File: config.mk
export PLATFORM = sky130hd
export DESIGN_NAME = buffer_rotator
export DESIGN_NICKNAME = d
export VERILOG_FILES = /design/src/logic/buffer_pkg.sv /design/src/logic/buffer_rotator.sv
export SDC_FILE = /design/constraint.sdc
export NUM_CORES = 1
export LEC_CHECK = 0
export ABC_CLOCK_PERIOD_IN_PS = 1800
export BUFFER_PORTS_ARGS = -buffer_cell sky130_fd_sc_hd__buf_4
export CORE_AREA = 2 2 39 41
export DETAILED_ROUTE_END_ITERATION = 10
export DIE_AREA = 0 0 41 43
export HOLD_SLACK_MARGIN = 0.03
export SYNTH_ARGS = -nofsm -noshare
export SYNTH_HDL_FRONTEND = slang
export SYNTH_SLANG_ARGS = --single-unit
File: constraint.sdc
create_clock -name clk -period 1.8 [get_ports clk]
set_clock_uncertainty 0.15 [all_clocks]
set_input_delay 0.09 -clock clk [delete_from_list [all_inputs] [get_ports clk]]
set_output_delay 0.09 -clock clk [all_outputs]
set_load 0.02 [all_outputs]
File: src/logic/buffer_pkg.sv
`default_nettype none

package buffer_pkg;

	localparam int NUM_BUFFERS = 3;

	typedef logic [1:0] buf_idx_t;

	// Current role of each of the three buffers
	typedef struct packed {
		buf_idx_t write_idx;
		buf_idx_t read_idx;
		buf_idx_t free_idx;
	} buf_sel_t;

	localparam buf_sel_t RESET_SEL = '{
		write_idx: 2'd0,
		read_idx:  2'd1,
		free_idx:  2'd2
	};

endpackage

`default_nettype wire

File: src/logic/buffer_rotator.sv
`default_nettype none
`timescale 1ns/1ns

module buffer_rotator (
	input  logic                 clk,
	input  logic                 nrst,
	input  logic                 frame_written,
	input  logic                 read_done,
	output buffer_pkg::buf_sel_t sel
);

	logic                 read_done_d1;
	logic                 read_done_d2;
	logic                 read_edge;
	buffer_pkg::buf_sel_t sel_next;

	// Rising edge of read_done, one cycle after it is sampled
	assign read_edge = read_done_d1 && !read_done_d2;

	always_comb begin
		sel_next = sel;
		if (read_edge && frame_written) begin
			// Free buffer is stale here, so reader takes the fresh frame directly
			sel_next.write_idx = sel.read_idx;
			sel_next.read_idx  = sel.write_idx;
		end else if (read_edge) begin
			sel_next.read_idx = sel.free_idx;
			sel_next.free_idx = sel.read_idx;
		end else if (frame_written) begin
			sel_next.write_idx = sel.free_idx;
			sel_next.free_idx  = sel.write_idx;
		end
	end

	always_ff @(posedge clk or negedge nrst) begin
		if (!nrst) begin
			read_done_d1 <= 1'b0;
			read_done_d2 <= 1'b0;
			sel          <= buffer_pkg::RESET_SEL;
		end else begin
			read_done_d1 <= read_done;
			read_done_d2 <= read_done_d1;
			sel          <= sel_next;
		end
	end

	// Roles stay a permutation of the three buffers across every swap
	assert property (@(posedge clk) disable iff (!nrst)
		(sel.write_idx != sel.read_idx) &&
		(sel.write_idx != sel.free_idx) &&
		(sel.read_idx != sel.free_idx));

	assert property (@(posedge clk) disable iff (!nrst)
		(sel.write_idx < buffer_pkg::NUM_BUFFERS) &&
		(sel.read_idx < buffer_pkg::NUM_BUFFERS) &&
		(sel.free_idx < buffer_pkg::NUM_BUFFERS));

endmodule

`default_nettype wire

==> reports/summary.log <==
[synth] number of library cell types mapped by synthesis 13
[pwr] leakage power summed over all cells 0.2558 nW
[clocking] CTS clk-pin slew, worst paths 0.05 ns
[final_layout] commonest non-fill, non-tap cell in the layout buf_4
[synth] share of synthesized area occupied by flip-flops and latches 52.09%
[final_layout] share of layout cells above drive strength 1 39.13%
[clocking] depth of the CTS H-tree 1
[placement] worst setup timing slack at the placement stage 0.1306 ns
[floorplan] number of rows created at floorplan 14
[synth] simple-gate share of the synthesized area 8.360%
[synth] number of nets produced by synthesis 38
[synth] mean instance size in the synthesized netlist 12.55 um^2
[placement] final HPWL from detailed placement 504.3 um
[synth] largest family of logic cells by synthesized area multiplexers
[sta] final setup slack of the worst path 0.1309 ns
[pwr] Overall Power 0.7078 mW
[floorplan] Chip Height 43 um
[final_layout] highest-count cells in the layout ignoring fill and taps buf_4 (10), dfrtp_1 (6), mux2i_1 (4), nand2_1 (4)
[final_layout] ant diodes 0
[hold_path] HP Class primary input to asynchronous set/reset pin
[final_layout] final std cell area, no fill 526.8 um^2
[synth] xor/xnor cell area share of the yosys netlist 0%
[global_routing] maximum number of pins on one net before global-route repair 9
[placement] Placement Cell Area 484.2 um^2
[final_layout] Syn-to-layout area delta 35.37%
[routing] routed vias 265
[global_routing] number of global-route vias before repair 278
[global_routing] GRT Residual Overflow 0
[routing] mean number of vias per cell 4.274
[routing] drt first-iter violations 0
[synth] number of warning messages in the yosys log 0
[setup_path] required time of the critical path 1.77 ns
[synth] area share of fa/ha/maj cells after synthesis 9.646%
[pwr] PD cells 1344 nW/um^2
[global_routing] first-pass GRT wire length 1131 um
[sta] unrepaired setup endpoints after global routing no
[setup_path] type of element capturing the critical path flip-flop
[setup_path] critical path arrival 1.64 ns
[sta] final hold violation count 0
[sta] Tmin final 1.669 ns
[routing] count of unresolved DRC violations after routing 0
[placement] Inst Count DP 57
[final_layout] layout net count 55
[outcome] run status completed
[synth] cell count after synthesis 31
[floorplan] area of the placeable core 1384 um^2
[run] count of max-cap constraint violations 0
[final_layout] fraction of the core area covered by cells at the end of the flow 38.07%
[synth] compound-gate portion of the synthesized area 7.074%
[sta] setup_tns 0 ns
[sta] crit share post-route 92.73%
[routing] routed length per instance 9.597 um
[sta] Final setup viols 0
[sta] Max Freq 599.1 MHz
[synth] cell area after technology mapping 389.1 um^2
[floorplan] Total Die Area 1763 um^2
[floorplan] die width 41 um
[global_routing] combined global-route utilization of all metal layers 9.786%
[setup_path] critical path class flip-flop to flip-flop
[synth] flop and latch count out of synthesis 8
[global_routing] initial antenna violation count 0
[clocking] TritonCTS clock tree yes
[clocking] Sink Count 8
[sta] Max transition margin 79.09%
[routing] post-route ant nets 0
[pwr] worst vdd ir 0.0005738 V
[sta] Slew @ Worst Pin 0.3130 ns
[placement] placer congestion estimate 0.6312
[clocking] Num CTS Buffers 3
[setup_path] maximum fanout encountered on the critical timing path 5
[sta] max-slew violation count 0
[placement] port bufs 9
[setup_path] Critical Path Start Type flip-flop
[synth] mux cell area share after synthesis 21.86%
[sta] Min Hold Slack 0.05020 ns
[final_layout] number of cells in the finished layout apart from fillers 62
[routing] drt total wl 595 um
[clocking] clock latency at the later pin of the worst-skew pair 0.24 ns
[clocking] post-cts repair resize count 0
[routing] router iterations before antenna repair 1
[clocking] Clock Path Buffers 2
[floorplan] effective utilization at floorplan 28.12%
[clocking] root cell of the clock tree clkbuf_4
[floorplan] number of top-level design ports 10
## final cells by class
class / count / area [um^2]
Clock buffer: 3 / 22.52
Fill cell: 142 / 857.1
Inverter: 1 / 3.754
Multi-Input combinational cell: 22 / 182.7
Sequential cell: 8 / 202.7
Tap cell: 16 / 20.02
Timing Repair Buffer: 12 / 95.09
## power breakdown
part	switching (mW)	internal, mW	leakage [nW]	total (mW)
combinational	0.140	0.135	0.144	0.275
clock	0.0477	0.0754	0.0138	0.123
sequential	0.0558	0.254	0.0982	0.310
total	0.244	0.464	0.256	0.708
## critical path: stages, from the launching register on
cell	delay (ns)
dfrtp_1	0.37
nor2b_4	0.13
buf_4	0.15
ha_1	0.19
nor2_1	0.20
mux2_2	0.37
## cells in the mapped netlist
cell,instances,area (um^2)
o21bai_1,1,7.510
mux2i_1,4,40.04
mux2_2,2,22.52
nand2_1,4,15.01
inv_1,1,3.750
nor2b_4,1,13.76
o21ai_1,3,15.01
dfstp_2,2,52.55
ha_1,3,37.54
mux2_1,2,22.52
nor2_1,1,3.750
o21ai_0,1,5.000
dfrtp_1,6,150.1
## cell families (layout without fill, tap and decap cells)
group                      Yosys count  in the layout
adders and majority gates            3              3
DFF                                  8              8
buffers and inverters                1             16
muxes                                8              8
AOI/OAI and AO/OA                    5              5
and+or+nand+nor                      6              6
## worst paths after layout
| kind | depth (start not counted) | start | to | slack [ns] |
|---|---|---|---|---|
| max | 5 | read_done_d1 | sel[3] | 0.13 |
| min | 2 | nrst | sel[0] | 0.05 |
| max reg2reg | 5 | read_done_d1 | sel[3] | 0.13 |
| min reg2reg | 0 | read_done_d1 | read_done_d2 | 0.23 |
| max in group asynchronous | 2 | nrst | sel[1] | 1.24 |
| min in group clk | 4 | frame_written | sel[4] | 0.11 |
## state kept, by name, indices dropped and copies added (netlist names)
register and cells:
sel 6, read_done_d1 1, read_done_d2 1
## per-layer routing
| metal | vias up | part of all wire [%] | track usage, % | routed length, um |
|---|---|---|---|---|
| li1 | 138 | - | - | - |
| met1 | 123 | 41 | 12.84 | 241 |
| met2 | 4 | 57 | 13.44 | 338 |
| met3 | 0 | 2.5 | 1.571 | 15 |
| met4 | 0 | 0 | 8.000 | 0 |
| met5 | - | 0 | 0 | 0 |
## repair_timing
| action | 4_1_cts | 5_1_grt |
|---|---|---|
| hold buffers | 2 | 0 |
| buffers inserted | 0 | 0 |
| hold endpoints to repair | 9 | 0 |
Power figures use the tool's default switching activity.
