[src/logic/buffer_pkg.sv]
`default_nettype none

package buffer_pkg;

	localparam int NUM_BUFFERS = 3;

	typedef logic [1:0] buf_idx_t;

	// Current role of each of the three buffers
	typedef struct packed {
		buf_idx_t write_idx;
		buf_idx_t read_idx;
		buf_idx_t free_idx;
	} buf_sel_t;

	localparam buf_sel_t RESET_SEL = '{
		write_idx: 2'd0,
		read_idx:  2'd1,
		free_idx:  2'd2
	};

endpackage

`default_nettype wire

[src/logic/frame_pkg.sv]
`default_nettype none

package frame_pkg;

	// Pixel format of the incoming video stream
	localparam int PIXEL_WIDTH = 24;
	localparam int DEFAULT_FRAME_WORDS = 128;

	typedef logic [PIXEL_WIDTH-1:0] pixel_t;

	// One pixel strobe, no back-pressure
	typedef struct packed {
		logic   valid;
		pixel_t data;
	} pixel_wr_t;

endpackage

`default_nettype wire

[src/logic/write_port.sv]
`default_nettype none
`timescale 1ns/1ns

module write_port #(
	parameter int FRAME_WORDS = frame_pkg::DEFAULT_FRAME_WORDS,
	localparam int ADDR_WIDTH = $clog2(FRAME_WORDS)
) (
	input  logic                  clk,
	input  logic                  nrst,
	input  frame_pkg::pixel_wr_t  wr,
	input  buffer_pkg::buf_idx_t  write_idx,
	output logic                  ram_wr_en,
	output buffer_pkg::buf_idx_t  ram_wr_bank,
	output logic [ADDR_WIDTH-1:0] ram_wr_addr,
	output frame_pkg::pixel_t     ram_wr_data,
	output logic                  frame_written
);

	localparam logic [ADDR_WIDTH-1:0] LAST_ADDR = ADDR_WIDTH'(FRAME_WORDS - 1);

	logic [ADDR_WIDTH-1:0] wr_count;

	// High while the last pixel of the frame is on the input
	assign frame_written = wr.valid && (wr_count == LAST_ADDR);

	always_ff @(posedge clk or negedge nrst) begin
		if (!nrst) begin
			wr_count  <= '0;
			ram_wr_en <= 1'b0;
		end else begin
			ram_wr_en <= wr.valid;
			if (wr.valid) begin
				// Wrap so the next pixel starts the new buffer at 0
				wr_count <= frame_written ? '0 : wr_count + ADDR_WIDTH'(1);
			end
		end
	end

	// Beat payload, bank taken from the write role at acceptance
	always_ff @(posedge clk) begin
		if (wr.valid) begin
			ram_wr_bank <= write_idx;
			ram_wr_addr <= wr_count;
			ram_wr_data <= wr.data;
		end
	end

	assert property (@(posedge clk) disable iff (!nrst)
		wr_count < FRAME_WORDS);

endmodule

`default_nettype wire

[config.mk]
export PLATFORM = sky130hd
export DESIGN_NAME = write_port
export DESIGN_NICKNAME = d
export VERILOG_FILES = /design/src/logic/buffer_pkg.sv /design/src/logic/frame_pkg.sv /design/src/logic/write_port.sv
export SDC_FILE = /design/constraint.sdc
export NUM_CORES = 1
export LEC_CHECK = 0
export BUFFER_PORTS_ARGS = -buffer_cell sky130_fd_sc_hd__buf_2
export CAP_MARGIN = 20
export CORE_MARGIN = 2
export CORE_UTILIZATION = 35
export CTS_CLUSTER_SIZE = 20
export DETAILED_ROUTE_END_ITERATION = 7
export GPL_ROUTABILITY_DRIVEN = 0
export RECOVER_POWER = 100
export SLEW_MARGIN = 15
export SYNTH_ARGS = -nofsm -noshare
export SYNTH_HDL_FRONTEND = slang
export SYNTH_SLANG_ARGS = --single-unit
[constraint.sdc]
create_clock -name clk -period 1.4 [get_ports clk]
set_input_delay 0.28 -clock clk [delete_from_list [all_inputs] [get_ports clk]]
set_output_delay 0.28 -clock clk [all_outputs]
set_load 0.02 [all_outputs]
==> flow_results.xml, run 1 <==
<?xml version="1.0" encoding="UTF-8"?>
<metrics>
  <group name="outcome">
    <metric name="outcome" unit="">finished, violations left</metric>
    <metric name="violations_in_the_final_reports" unit="">setup timing</metric>
  </group>
  <group name="worst_setup_path">
    <metric name="critPathRequiredTime" unit="ns">1.12</metric>
    <metric name="startpoint_type" unit="">flip-flop</metric>
    <metric name="crit_path_max_fanout" unit="">2</metric>
    <metric name="timing.reg2reg.setup_slack" unit="ns">0.01</metric>
    <metric name="timing.rr.start" unit="">wr_count[0]</metric>
    <metric name="timing.critical_path.to_type" unit="">output pin</metric>
    <metric name="cp.arrival" unit="ns">1.23</metric>
    <metric name="worstReg2RegEnd" unit="">wr_count[5]</metric>
    <metric name="worstSetupPathType" unit="">reg -&gt; out</metric>
    <metric name="ff2ff_path_depth" unit="">5</metric>
  </group>
  <group name="timing">
    <metric name="max_freq" unit="GHz">0.661</metric>
    <metric name="slew_viol_final" unit="">0</metric>
    <metric name="finalSetupViolations" unit="">1</metric>
    <metric name="clock-skew-final" unit="ns">0.00296</metric>
    <metric name="grt_setup_unrepaired" unit="">true</metric>
    <metric name="timing_hold_violations_final" unit="">0</metric>
    <metric name="final.min_clock_period" unit="ns">1.51</metric>
    <metric name="period_share" unit="%">108</metric>
    <metric name="worst_hold_slack_across_all_endpoints" unit="ns">0.169</metric>
    <metric name="worst_pin_slew" unit="ns">0.719</metric>
    <metric name="relSlewSlack" unit="%">52.1</metric>
    <metric name="final.setup.worst_slack" unit="ns">-0.114</metric>
    <metric name="setup-tns-final" unit="ns">-0.114</metric>
  </group>
  <group name="logic_synthesis">
    <metric name="number_of_synthesized_register_bits" unit="">41</metric>
    <metric name="mappedNetlistArea" unit="sq um">1330</metric>
    <metric name="netlist_instances" unit="">61</metric>
    <metric name="synth_seq_area_share" unit="%">89.6</metric>
    <metric name="synth_area_per_cell" unit="sq um">21.8</metric>
    <metric name="ys_types" unit="">14</metric>
    <metric name="yosysWarningCount" unit="">0</metric>
    <metric name="synth.net_count" unit="">91</metric>
  </group>
  <group name="detailed_routing">
    <metric name="drtIter0Drc" unit="">60</metric>
    <metric name="detail_route.vias_per_cell" unit="">4.26</metric>
    <metric name="postRouteWirelength" unit="um">2440</metric>
    <metric name="vias" unit="">814</metric>
    <metric name="drcViolationCount" unit="">0</metric>
    <metric name="detail-route-antenna-nets" unit="">0</metric>
    <metric name="drt-pass1-iter-count" unit="">4</metric>
    <metric name="routedWlPerCell" unit="um">12.8</metric>
  </group>
  <group name="floorplanning">
    <metric name="fp-row-count" unit="">22</metric>
    <metric name="pin_count" unit="">64</metric>
    <metric name="dieWidth" unit="um">65.6</metric>
    <metric name="dieArea" unit="sq um">4310</metric>
    <metric name="initial_core_util" unit="%">36.3</metric>
    <metric name="core_area" unit="sq um">3660</metric>
    <metric name="dieHeight" unit="um">65.6</metric>
  </group>
  <group name="place">
    <metric name="dp_hpwl" unit="um">1730</metric>
    <metric name="post_placement_cell_area" unit="sq um">1750</metric>
    <metric name="io_buffers" unit="">63</metric>
  </group>
  <group name="grt">
    <metric name="grt.met3_usage" unit="%">5.14</metric>
    <metric name="grt.overflow.total" unit="">0</metric>
    <metric name="first_global_vias" unit="">789</metric>
    <metric name="grt_use_met2" unit="%">18.9</metric>
    <metric name="grt_antenna_before_repair" unit="">0</metric>
    <metric name="maximum_number_of_pins_on_one_net_before_global_route_repair" unit="">22</metric>
    <metric name="grt.busiest_layer" unit="">met2</metric>
    <metric name="use_met1" unit="%">12.7</metric>
    <metric name="gr-usage-all-layers" unit="%">11.5</metric>
    <metric name="grt_pass1_wl" unit="um">3510</metric>
  </group>
  <group name="final_layout">
    <metric name="final_net_count" unit="">172</metric>
    <metric name="n_antenna_cell" unit="">0</metric>
    <metric name="drive_gt1_share" unit="%">33.6</metric>
    <metric name="area_growth" unit="%">37.9</metric>
    <metric name="final_common_cell" unit="">sky130_fd_sc_hd__clkbuf_1</metric>
    <metric name="post_route_cell_area" unit="sq um">1830</metric>
    <metric name="utilization" unit="%">50.1</metric>
    <metric name="layout_common_cells" unit="">sky130_fd_sc_hd__clkbuf_1, sky130_fd_sc_hd__edfxtp_1, sky130_fd_sc_hd__buf_2, sky130_fd_sc_hd__dfrtp_1, sky130_fd_sc_hd__buf_4</metric>
  </group>
  <group name="worst_hold_path">
    <metric name="min_delay_path_depth" unit="">1</metric>
    <metric name="hold_path_startpoint" unit="">wr[23]</metric>
    <metric name="min_path_type" unit="">in -&gt; reg</metric>
    <metric name="whs_endpoint" unit="">ram_wr_data[23]</metric>
  </group>
  <group name="clock_network">
    <metric name="clkSinkCount" unit="">41</metric>
    <metric name="clock_insertion_delay_worst_skew" unit="ns">0.28</metric>
    <metric name="clock_tree.buffer_depth" unit="">2</metric>
    <metric name="numCtsBuffers" unit="">5</metric>
    <metric name="tritoncts" unit="">done</metric>
    <metric name="cts-root-buf" unit="">sky130_fd_sc_hd__clkbuf_8</metric>
    <metric name="clkTransAtPathRegs" unit="ns">0.07</metric>
    <metric name="clock_tree.htree_level_count" unit="">2</metric>
  </group>
  <group name="pwr">
    <metric name="leakagePower" unit="nW">0.710</metric>
    <metric name="power.density" unit="nW/um^2">1640</metric>
    <metric name="max-vdd-ir-drop" unit="mV">0.972</metric>
    <metric name="totalPowerFinal" unit="mW">3.00</metric>
  </group>
  <group name="job">
    <metric name="timing.max_cap.violations" unit="">0</metric>
  </group>
</metrics>
-- per-layer routing --
layer  part of all wire, %  routed length [um]  vias to the layer above
met5                     0                   0                        -
li1                      -                   -                      388
met3                    11                 259                        6
met4                   2.0                  48                        0
met1                    41                1000                      370
met2                    46                1130                       50
-- where the power goes --
| group | switching (mW) | internal (mW) | total, mW |
|---|---|---|---|
| logic | 0.353 | 0.237 | 0.590 |
| clock network | 0.358 | 0.345 | 0.703 |
| registers | 0.140 | 1.57 | 1.71 |
-- registers in the layout, indices dropped and copies added (netlist names) --
name	flops
ram_wr_data	24
ram_wr_addr	7
wr_count	7
ram_wr_bank	2
ram_wr_en	1
-- cells in the mapped netlist --
master / n / share of area, %
sky130_fd_sc_hd__xnor2_1: 3 / 2.0
sky130_fd_sc_hd__nand4_1: 1 / 0.47
sky130_fd_sc_hd__a21oi_2: 1 / 0.66
sky130_fd_sc_hd__edfxtp_1: 33 / 75
sky130_fd_sc_hd__mux2_2: 1 / 0.85
sky130_fd_sc_hd__nand3_1: 1 / 0.38
sky130_fd_sc_hd__nand2_1: 3 / 0.85
sky130_fd_sc_hd__xor2_1: 2 / 1.3
sky130_fd_sc_hd__nand4_2: 1 / 0.94
sky130_fd_sc_hd__o21ai_0: 1 / 0.38
sky130_fd_sc_hd__nor2_1: 4 / 1.1
sky130_fd_sc_hd__ha_1: 1 / 0.94
sky130_fd_sc_hd__dfrtp_1: 8 / 15
sky130_fd_sc_hd__or3_1: 1 / 0.47
-- per-stage QoR --
stage | cells | worst slack (ns)
global placement | 178 | 0.185
global route | 191 | -0.175
detailed placement | 178 | 0.138
CTS | 191 | -0.117
finish | 191 | -0.114
floorplan | 61 | 0.0703
-- critical path: stages, from the launching register on --
cell	delay, ns
sky130_fd_sc_hd__dfrtp_1	0.36
sky130_fd_sc_hd__ha_2	0.19
sky130_fd_sc_hd__nand4_1	0.12
sky130_fd_sc_hd__nor2_2	0.15
sky130_fd_sc_hd__buf_6	0.13
-- how the worst max path moves through the flow --
| stage | startpoint | to | slack, ns | depth (start not counted) |
|---|---|---|---|---|
| global placement | wr_count[0] | frame_written | 0.19 | 4 |
| floorplan | wr_count[0] | frame_written | 0.07 | 3 |
| global route | wr_count[0] | frame_written | -0.17 | 4 |
| finish | wr_count[1] | frame_written | -0.11 | 4 |
| detailed placement | wr_count[1] | frame_written | 0.14 | 4 |
| CTS | wr_count[0] | frame_written | -0.12 | 4 |
-- repair_timing --
action	CTS	global route
setup buffers	4	2
setup endpoints to repair	1	2
hold buffers	1	0
hold endpoints to repair	8	0
gates resized for setup	4	1
pin swaps	2	1
-- cell families (layout without fill, tap and decap cells) --
family                     count (synthesis)  in the layout  share of synthesized area (%)
DFF                                       41             41                           89.6
and+or+nand+nor                           11             11                           4.24
xor gates and xnor gates                   5              5                           3.30
AOI/OAI and AO/OA                          2              2                           1.04
adders and majority gates                  1              1                          0.941
muxes                                      1              1                          0.847
buffers and inverters                      0             82                              0
-- final cells by class --
type	instances	area [sq um]
fillers	350	1830
flip-flops and latches	41	1190
repair buffers	74	349
multi-input cells	20	150
clock buffers	6	72.6
well taps	48	60.1
clock inverters	2	10.0
(Power assumes the default switching activity.)
==> run 2, diff against run 1 <==
- GPL_TIMING_DRIVEN: default -> 0
- SETUP_SLACK_MARGIN: default -> 0.15
==> flow_results.xml, run 2 (same netlist as run 1, synthesis figures left out) <==
<?xml version="1.0" encoding="UTF-8"?>
<metrics>
  <group name="pwr">
    <metric name="max-vdd-ir-drop" unit="mV">0.806</metric>
    <metric name="power.density" unit="nW/um^2">1680</metric>
    <metric name="leakagePower" unit="nW">0.833</metric>
    <metric name="power_frac_clock" unit="%">27.1</metric>
    <metric name="intPower" unit="mW">2.41</metric>
    <metric name="netSwitchingFraction" unit="%">26.0</metric>
    <metric name="totalPowerFinal" unit="mW">3.26</metric>
    <metric name="seqPwrFrac" unit="%">52.3</metric>
    <metric name="p_switching" unit="mW">0.845</metric>
    <metric name="pwr-share-comb" unit="%">20.6</metric>
  </group>
  <group name="final_layout">
    <metric name="final_common_cell" unit="">sky130_fd_sc_hd__buf_2</metric>
    <metric name="layoutNonFillerInstCount" unit="">190</metric>
    <metric name="area_growth" unit="%">45.8</metric>
    <metric name="layout_common_cells" unit="">sky130_fd_sc_hd__buf_2, sky130_fd_sc_hd__edfxtp_1, sky130_fd_sc_hd__dfrtp_1, sky130_fd_sc_hd__buf_4, sky130_fd_sc_hd__clkbuf_8</metric>
    <metric name="largestRegisters" unit="">ram_wr_data: 24 flops, ram_wr_addr: 7 flops, wr_count: 7 flops</metric>
    <metric name="final_net_count" unit="">171</metric>
    <metric name="n_antenna_cell" unit="">0</metric>
    <metric name="largest_register_ffs" unit="">24</metric>
    <metric name="regMostFlops" unit="">ram_wr_data</metric>
    <metric name="drive_gt1_share" unit="%">59.9</metric>
    <metric name="post_route_cell_area" unit="sq um">1940</metric>
  </group>
  <group name="detailed_routing">
    <metric name="detail_route.vias_per_cell" unit="">4.16</metric>
    <metric name="routedWlPerCell" unit="um">12.5</metric>
    <metric name="vias" unit="">790</metric>
    <metric name="drtIter0Drc" unit="">45</metric>
    <metric name="drcViolationCount" unit="">0</metric>
    <metric name="postRouteWirelength" unit="um">2370</metric>
    <metric name="drt-pass1-iter-count" unit="">4</metric>
    <metric name="detail-route-antenna-nets" unit="">0</metric>
  </group>
  <group name="timing">
    <metric name="worst_pin_slew" unit="ns">0.473</metric>
    <metric name="slew_viol_final" unit="">0</metric>
    <metric name="max_freq" unit="GHz">0.636</metric>
    <metric name="final.min_clock_period" unit="ns">1.57</metric>
    <metric name="relSlewSlack" unit="%">68.5</metric>
    <metric name="timing_hold_violations_final" unit="">0</metric>
    <metric name="grt_setup_unrepaired" unit="">true</metric>
    <metric name="clock-skew-final" unit="ns">0.00139</metric>
    <metric name="worst_hold_slack_across_all_endpoints" unit="ns">0.173</metric>
    <metric name="finalSetupViolations" unit="">3</metric>
    <metric name="final.setup.worst_slack" unit="ns">-0.173</metric>
    <metric name="period_share" unit="%">112</metric>
  </group>
  <group name="worst_setup_path">
    <metric name="crit_path_max_fanout" unit="">2</metric>
    <metric name="timing.critical_path.to_type" unit="">output pin</metric>
    <metric name="timing.reg2reg.setup_slack" unit="ns">-0.14</metric>
    <metric name="startpoint_type" unit="">flip-flop</metric>
    <metric name="critPathRequiredTime" unit="ns">1.12</metric>
    <metric name="worstSetupPathType" unit="">reg -&gt; out</metric>
    <metric name="cp.arrival" unit="ns">1.29</metric>
  </group>
  <group name="floorplanning">
    <metric name="dieArea" unit="sq um">4310</metric>
    <metric name="core_area" unit="sq um">3660</metric>
    <metric name="dieHeight" unit="um">65.6</metric>
    <metric name="fp-row-count" unit="">22</metric>
    <metric name="initial_core_util" unit="%">36.3</metric>
    <metric name="dieWidth" unit="um">65.6</metric>
    <metric name="pin_count" unit="">64</metric>
  </group>
  <group name="outcome">
    <metric name="outcome" unit="">finished, violations left</metric>
    <metric name="violations_in_the_final_reports" unit="">setup timing</metric>
  </group>
  <group name="place">
    <metric name="post_placement_cell_area" unit="sq um">1710</metric>
    <metric name="dp_hpwl" unit="um">1620</metric>
    <metric name="dp.cells" unit="">172</metric>
    <metric name="io_buffers" unit="">63</metric>
  </group>
  <group name="grt">
    <metric name="grt_antenna_before_repair" unit="">0</metric>
    <metric name="grt.overflow.total" unit="">0</metric>
    <metric name="first_global_vias" unit="">773</metric>
    <metric name="maximum_number_of_pins_on_one_net_before_global_route_repair" unit="">40</metric>
    <metric name="grt_pass1_wl" unit="um">3450</metric>
    <metric name="gr-usage-all-layers" unit="%">11.3</metric>
  </group>
  <group name="clock_network">
    <metric name="clock_tree.htree_level_count" unit="">2</metric>
    <metric name="clkSinkCount" unit="">41</metric>
    <metric name="numCtsBuffers" unit="">5</metric>
    <metric name="tritoncts" unit="">done</metric>
    <metric name="clock_insertion_delay_worst_skew" unit="ns">0.28</metric>
    <metric name="cts-root-buf" unit="">sky130_fd_sc_hd__clkbuf_8</metric>
    <metric name="clock_tree.buffer_depth" unit="">2</metric>
    <metric name="clkTransAtPathRegs" unit="ns">0.07</metric>
  </group>
  <group name="job">
    <metric name="timing.max_cap.violations" unit="">0</metric>
  </group>
  <group name="worst_hold_path">
    <metric name="min_path_type" unit="">in -&gt; reg</metric>
  </group>
</metrics>
[run 2: cell types whose count changed in the layout (fill, tap and decap cells not counted), moves of 2 or more]
cell / change
sky130_fd_sc_hd__buf_2: +33
sky130_fd_sc_hd__buf_6: +3
sky130_fd_sc_hd__clkbuf_1: -37
sky130_fd_sc_hd__clkinv_2: -2
[run 2: final cells by class]
cell class / instances / area (sq um)
fillers: 305 / 1720
flip-flops and latches: 41 / 1190
well taps: 48 / 60.1
repair buffers: 73 / 412
multi-input cells: 20 / 168
clock buffers: 6 / 72.6
clock inverters: 2 / 33.8
[run 2: power groups by stage]
stage	combinational [mW]	sequential (mW)	clock [mW]
after global routing	0.727	1.74	0.962
after global placement	0.496	1.74	0
final	0.671	1.70	0.884
after floorplan	0.160	1.87	0
after CTS	0.638	1.70	0.914
after detailed placement	0.514	1.74	0
[run 2: path summary, 6_finish.rpt]
check,from,to,depth (start not counted)
max in group asynchronous,nrst,ram_wr_en,2
min in group asynchronous,nrst,wr_count[5],2
setup / recovery,wr_count[1],frame_written,4
setup reg to reg,wr_count[1],wr_count[6],8
hold reg to reg,wr_count[6],wr_count[6],1
hold / removal,wr[17],ram_wr_data[17],1
[run 2: per-stage QoR]
step           setup slack (ns)  util (%)  setup TNS [ns]
2_1_floorplan             0.153         -               0
3_5_place_dp             -0.613      46.8           -2.40
6_report                 -0.173      52.9          -0.398
4_1_cts                  -0.179      52.2          -0.181
3_3_place_gp             -0.577      46.8           -2.17
5_1_grt                  -0.253      52.9          -0.628
[run 2: timing repair]
action                                  CTS  global route
cloned                                    0             0
buffers inserted                          7             2
hold buffers                              1             0
endpoints found under the setup margin    6             6
hold endpoints to repair                  8             0
gates resized for setup                   9             2
pin swaps                                 3             1
[run 2: per-layer routing]
layer | share of wire [%] | up-vias | GRT usage [%]
li1 | - | 387 | -
met1 | 41 | 357 | 11.6
met2 | 49 | 44 | 19.9
met3 | 9.3 | 2 | 4.79
met4 | 0.42 | 0 | 4.69
met5 | 0 | - | 0
[run 2: worst max-delay path, stage by stage (launching register included)]
cell and delay, ns:
sky130_fd_sc_hd__dfrtp_1 0.36, sky130_fd_sc_hd__ha_2 0.18, sky130_fd_sc_hd__nand4_1 0.18, sky130_fd_sc_hd__nor2_4 0.17, sky130_fd_sc_hd__buf_6 0.13
==> run 3, diff against run 2 <==
- PLACE_DENSITY: default -> 0.63
==> flow_results.xml, run 3 (same netlist as run 1, synthesis figures left out) <==
<?xml version="1.0" encoding="UTF-8"?>
<metrics>
  <group name="outcome">
    <metric name="outcome" unit="">finished, violations left</metric>
    <metric name="violations_in_the_final_reports" unit="">setup timing</metric>
  </group>
  <group name="worst_setup_path">
    <metric name="startpoint_type" unit="">flip-flop</metric>
    <metric name="crit_path_max_fanout" unit="">3</metric>
    <metric name="timing.rr.start" unit="">wr_count[1]</metric>
    <metric name="worstReg2RegEnd" unit="">wr_count[6]</metric>
    <metric name="cp.arrival" unit="ns">1.29</metric>
    <metric name="ff2ff_path_depth" unit="">7</metric>
    <metric name="timing.reg2reg.setup_slack" unit="ns">-0.11</metric>
    <metric name="worstSetupPathType" unit="">reg -&gt; out</metric>
    <metric name="timing.critical_path.to_type" unit="">output pin</metric>
    <metric name="critPathRequiredTime" unit="ns">1.12</metric>
  </group>
  <group name="floorplanning">
    <metric name="fp-row-count" unit="">22</metric>
    <metric name="dieWidth" unit="um">65.6</metric>
    <metric name="dieArea" unit="sq um">4310</metric>
    <metric name="dieHeight" unit="um">65.6</metric>
    <metric name="core_area" unit="sq um">3660</metric>
    <metric name="initial_core_util" unit="%">36.3</metric>
    <metric name="pin_count" unit="">64</metric>
  </group>
  <group name="timing">
    <metric name="timing_hold_violations_final" unit="">0</metric>
    <metric name="clock-skew-final" unit="ns">0.00353</metric>
    <metric name="period_share" unit="%">112</metric>
    <metric name="final.min_clock_period" unit="ns">1.57</metric>
    <metric name="final.setup.worst_slack" unit="ns">-0.169</metric>
    <metric name="slew_viol_final" unit="">0</metric>
    <metric name="max_freq" unit="GHz">0.637</metric>
    <metric name="setup-tns-final" unit="ns">-0.275</metric>
    <metric name="finalSetupViolations" unit="">2</metric>
    <metric name="worst_pin_slew" unit="ns">0.467</metric>
    <metric name="worst_hold_slack_across_all_endpoints" unit="ns">0.168</metric>
    <metric name="relSlewSlack" unit="%">68.9</metric>
    <metric name="grt_setup_unrepaired" unit="">true</metric>
  </group>
  <group name="final_layout">
    <metric name="largestRegisters" unit="">ram_wr_data: 24 flops, ram_wr_addr: 7 flops, wr_count: 7 flops</metric>
    <metric name="largest_register_ffs" unit="">24</metric>
    <metric name="regMostFlops" unit="">ram_wr_data</metric>
    <metric name="final_common_cell" unit="">sky130_fd_sc_hd__clkbuf_1</metric>
    <metric name="utilization" unit="%">50.2</metric>
    <metric name="layout_common_cells" unit="">sky130_fd_sc_hd__clkbuf_1, sky130_fd_sc_hd__edfxtp_1, sky130_fd_sc_hd__buf_2, sky130_fd_sc_hd__dfrtp_1, sky130_fd_sc_hd__buf_4</metric>
    <metric name="layoutNonFillerInstCount" unit="">186</metric>
    <metric name="multi_input_area" unit="sq um">150</metric>
    <metric name="area_growth" unit="%">38.2</metric>
    <metric name="n_antenna_cell" unit="">0</metric>
    <metric name="layout.area.seq" unit="sq um">1190</metric>
    <metric name="final_net_count" unit="">168</metric>
    <metric name="drive_gt1_share" unit="%">32.6</metric>
    <metric name="layout.filler_cells" unit="">350</metric>
  </group>
  <group name="pwr">
    <metric name="power.density" unit="nW/um^2">1700</metric>
    <metric name="max-vdd-ir-drop" unit="mV">0.821</metric>
    <metric name="leakagePower" unit="nW">0.711</metric>
  </group>
  <group name="detailed_routing">
    <metric name="drtIter0Drc" unit="">70</metric>
    <metric name="drt-pass1-iter-count" unit="">4</metric>
    <metric name="postRouteWirelength" unit="um">2410</metric>
    <metric name="detail_route.vias_per_cell" unit="">4.39</metric>
    <metric name="drcViolationCount" unit="">0</metric>
    <metric name="detail-route-antenna-nets" unit="">0</metric>
    <metric name="routedWlPerCell" unit="um">13.0</metric>
    <metric name="vias" unit="">817</metric>
  </group>
  <group name="job">
    <metric name="timing.max_cap.violations" unit="">0</metric>
  </group>
  <group name="clock_network">
    <metric name="numCtsBuffers" unit="">5</metric>
    <metric name="clock_tree.buffer_depth" unit="">2</metric>
    <metric name="clock_insertion_delay_worst_skew" unit="ns">0.28</metric>
    <metric name="clkSinkCount" unit="">41</metric>
    <metric name="clock_tree.htree_level_count" unit="">2</metric>
    <metric name="cts-root-buf" unit="">sky130_fd_sc_hd__clkbuf_8</metric>
    <metric name="tritoncts" unit="">done</metric>
    <metric name="clkTransAtPathRegs" unit="ns">0.07</metric>
  </group>
  <group name="grt">
    <metric name="maximum_number_of_pins_on_one_net_before_global_route_repair" unit="">40</metric>
    <metric name="grt_pass1_wl" unit="um">3660</metric>
    <metric name="grt.overflow.total" unit="">0</metric>
    <metric name="gr-usage-all-layers" unit="%">12.0</metric>
    <metric name="grt_antenna_before_repair" unit="">0</metric>
    <metric name="first_global_vias" unit="">788</metric>
  </group>
  <group name="worst_hold_path">
    <metric name="hold_path_startpoint" unit="">wr[0]</metric>
    <metric name="min_path_type" unit="">in -&gt; reg</metric>
    <metric name="whs_endpoint" unit="">ram_wr_data[0]</metric>
    <metric name="min_delay_path_depth" unit="">1</metric>
  </group>
  <group name="place">
    <metric name="io_buffers" unit="">63</metric>
    <metric name="dp.cells" unit="">172</metric>
  </group>
</metrics>
==> run 3: how the worst max path moves through the flow <==
stage	start	endpoint	cells after the start
after CTS	wr_count[1]	frame_written	4
after detailed placement	wr[24]	frame_written	4
after floorplan	wr_count[0]	frame_written	3
after global placement	wr[24]	frame_written	4
final	wr_count[1]	frame_written	4
after global routing	wr_count[1]	frame_written	4
==> run 3: timing repair <==
action,4_1_cts,5_1_grt
pin swaps,2,1
setup endpoints to repair,6,6
hold endpoints to repair,8,0
gates resized for setup,3,1
buffers inserted,4,2
hold buffers,1,0
==> run 3: routing by layer <==
layer / global-route usage, % / up-vias / wire length, um
met4: 5.47 / 0 / 38
met5: 0 / - / 0
met1: 13.1 / 381 / 984
li1: - / 380 / -
met2: 19.6 / 51 / 1130
met3: 5.65 / 5 / 263
==> run 3: cell type report <==
class                   instances  area share (%)
clock buffers                   5            3.75
flip-flops and latches         41            64.9
well taps                      48            3.27
multi-input cells              20            8.17
repair buffers                 70            18.1
clock inverters                 2            1.91
==> run 3: critical path, stage by stage, from the launching register on <==
cell and delay (ns):
sky130_fd_sc_hd__dfrtp_1 0.38, sky130_fd_sc_hd__ha_1 0.17, sky130_fd_sc_hd__nand4_1 0.17, sky130_fd_sc_hd__nor2_4 0.16, sky130_fd_sc_hd__buf_6 0.13
==> run 3: through the flow <==
step           area, sq um  total power, mW  setup slack [ns]
6_report              1840             3.13            -0.169
5_1_grt               1840             3.30            -0.247
4_1_cts               1870             3.18            -0.256
3_5_place_dp          1710             2.25            -0.611
3_3_place_gp          1710             2.23            -0.538
2_1_floorplan         1340             2.03             0.153
==> run 3: report_power, final <==
group | total [mW] | leakage, nW | switching [mW] | internal (mW)
registers | 1.71 | 0.422 | 0.141 | 1.57
clock network | 0.878 | 0.0540 | 0.361 | 0.517
logic | 0.539 | 0.235 | 0.326 | 0.212
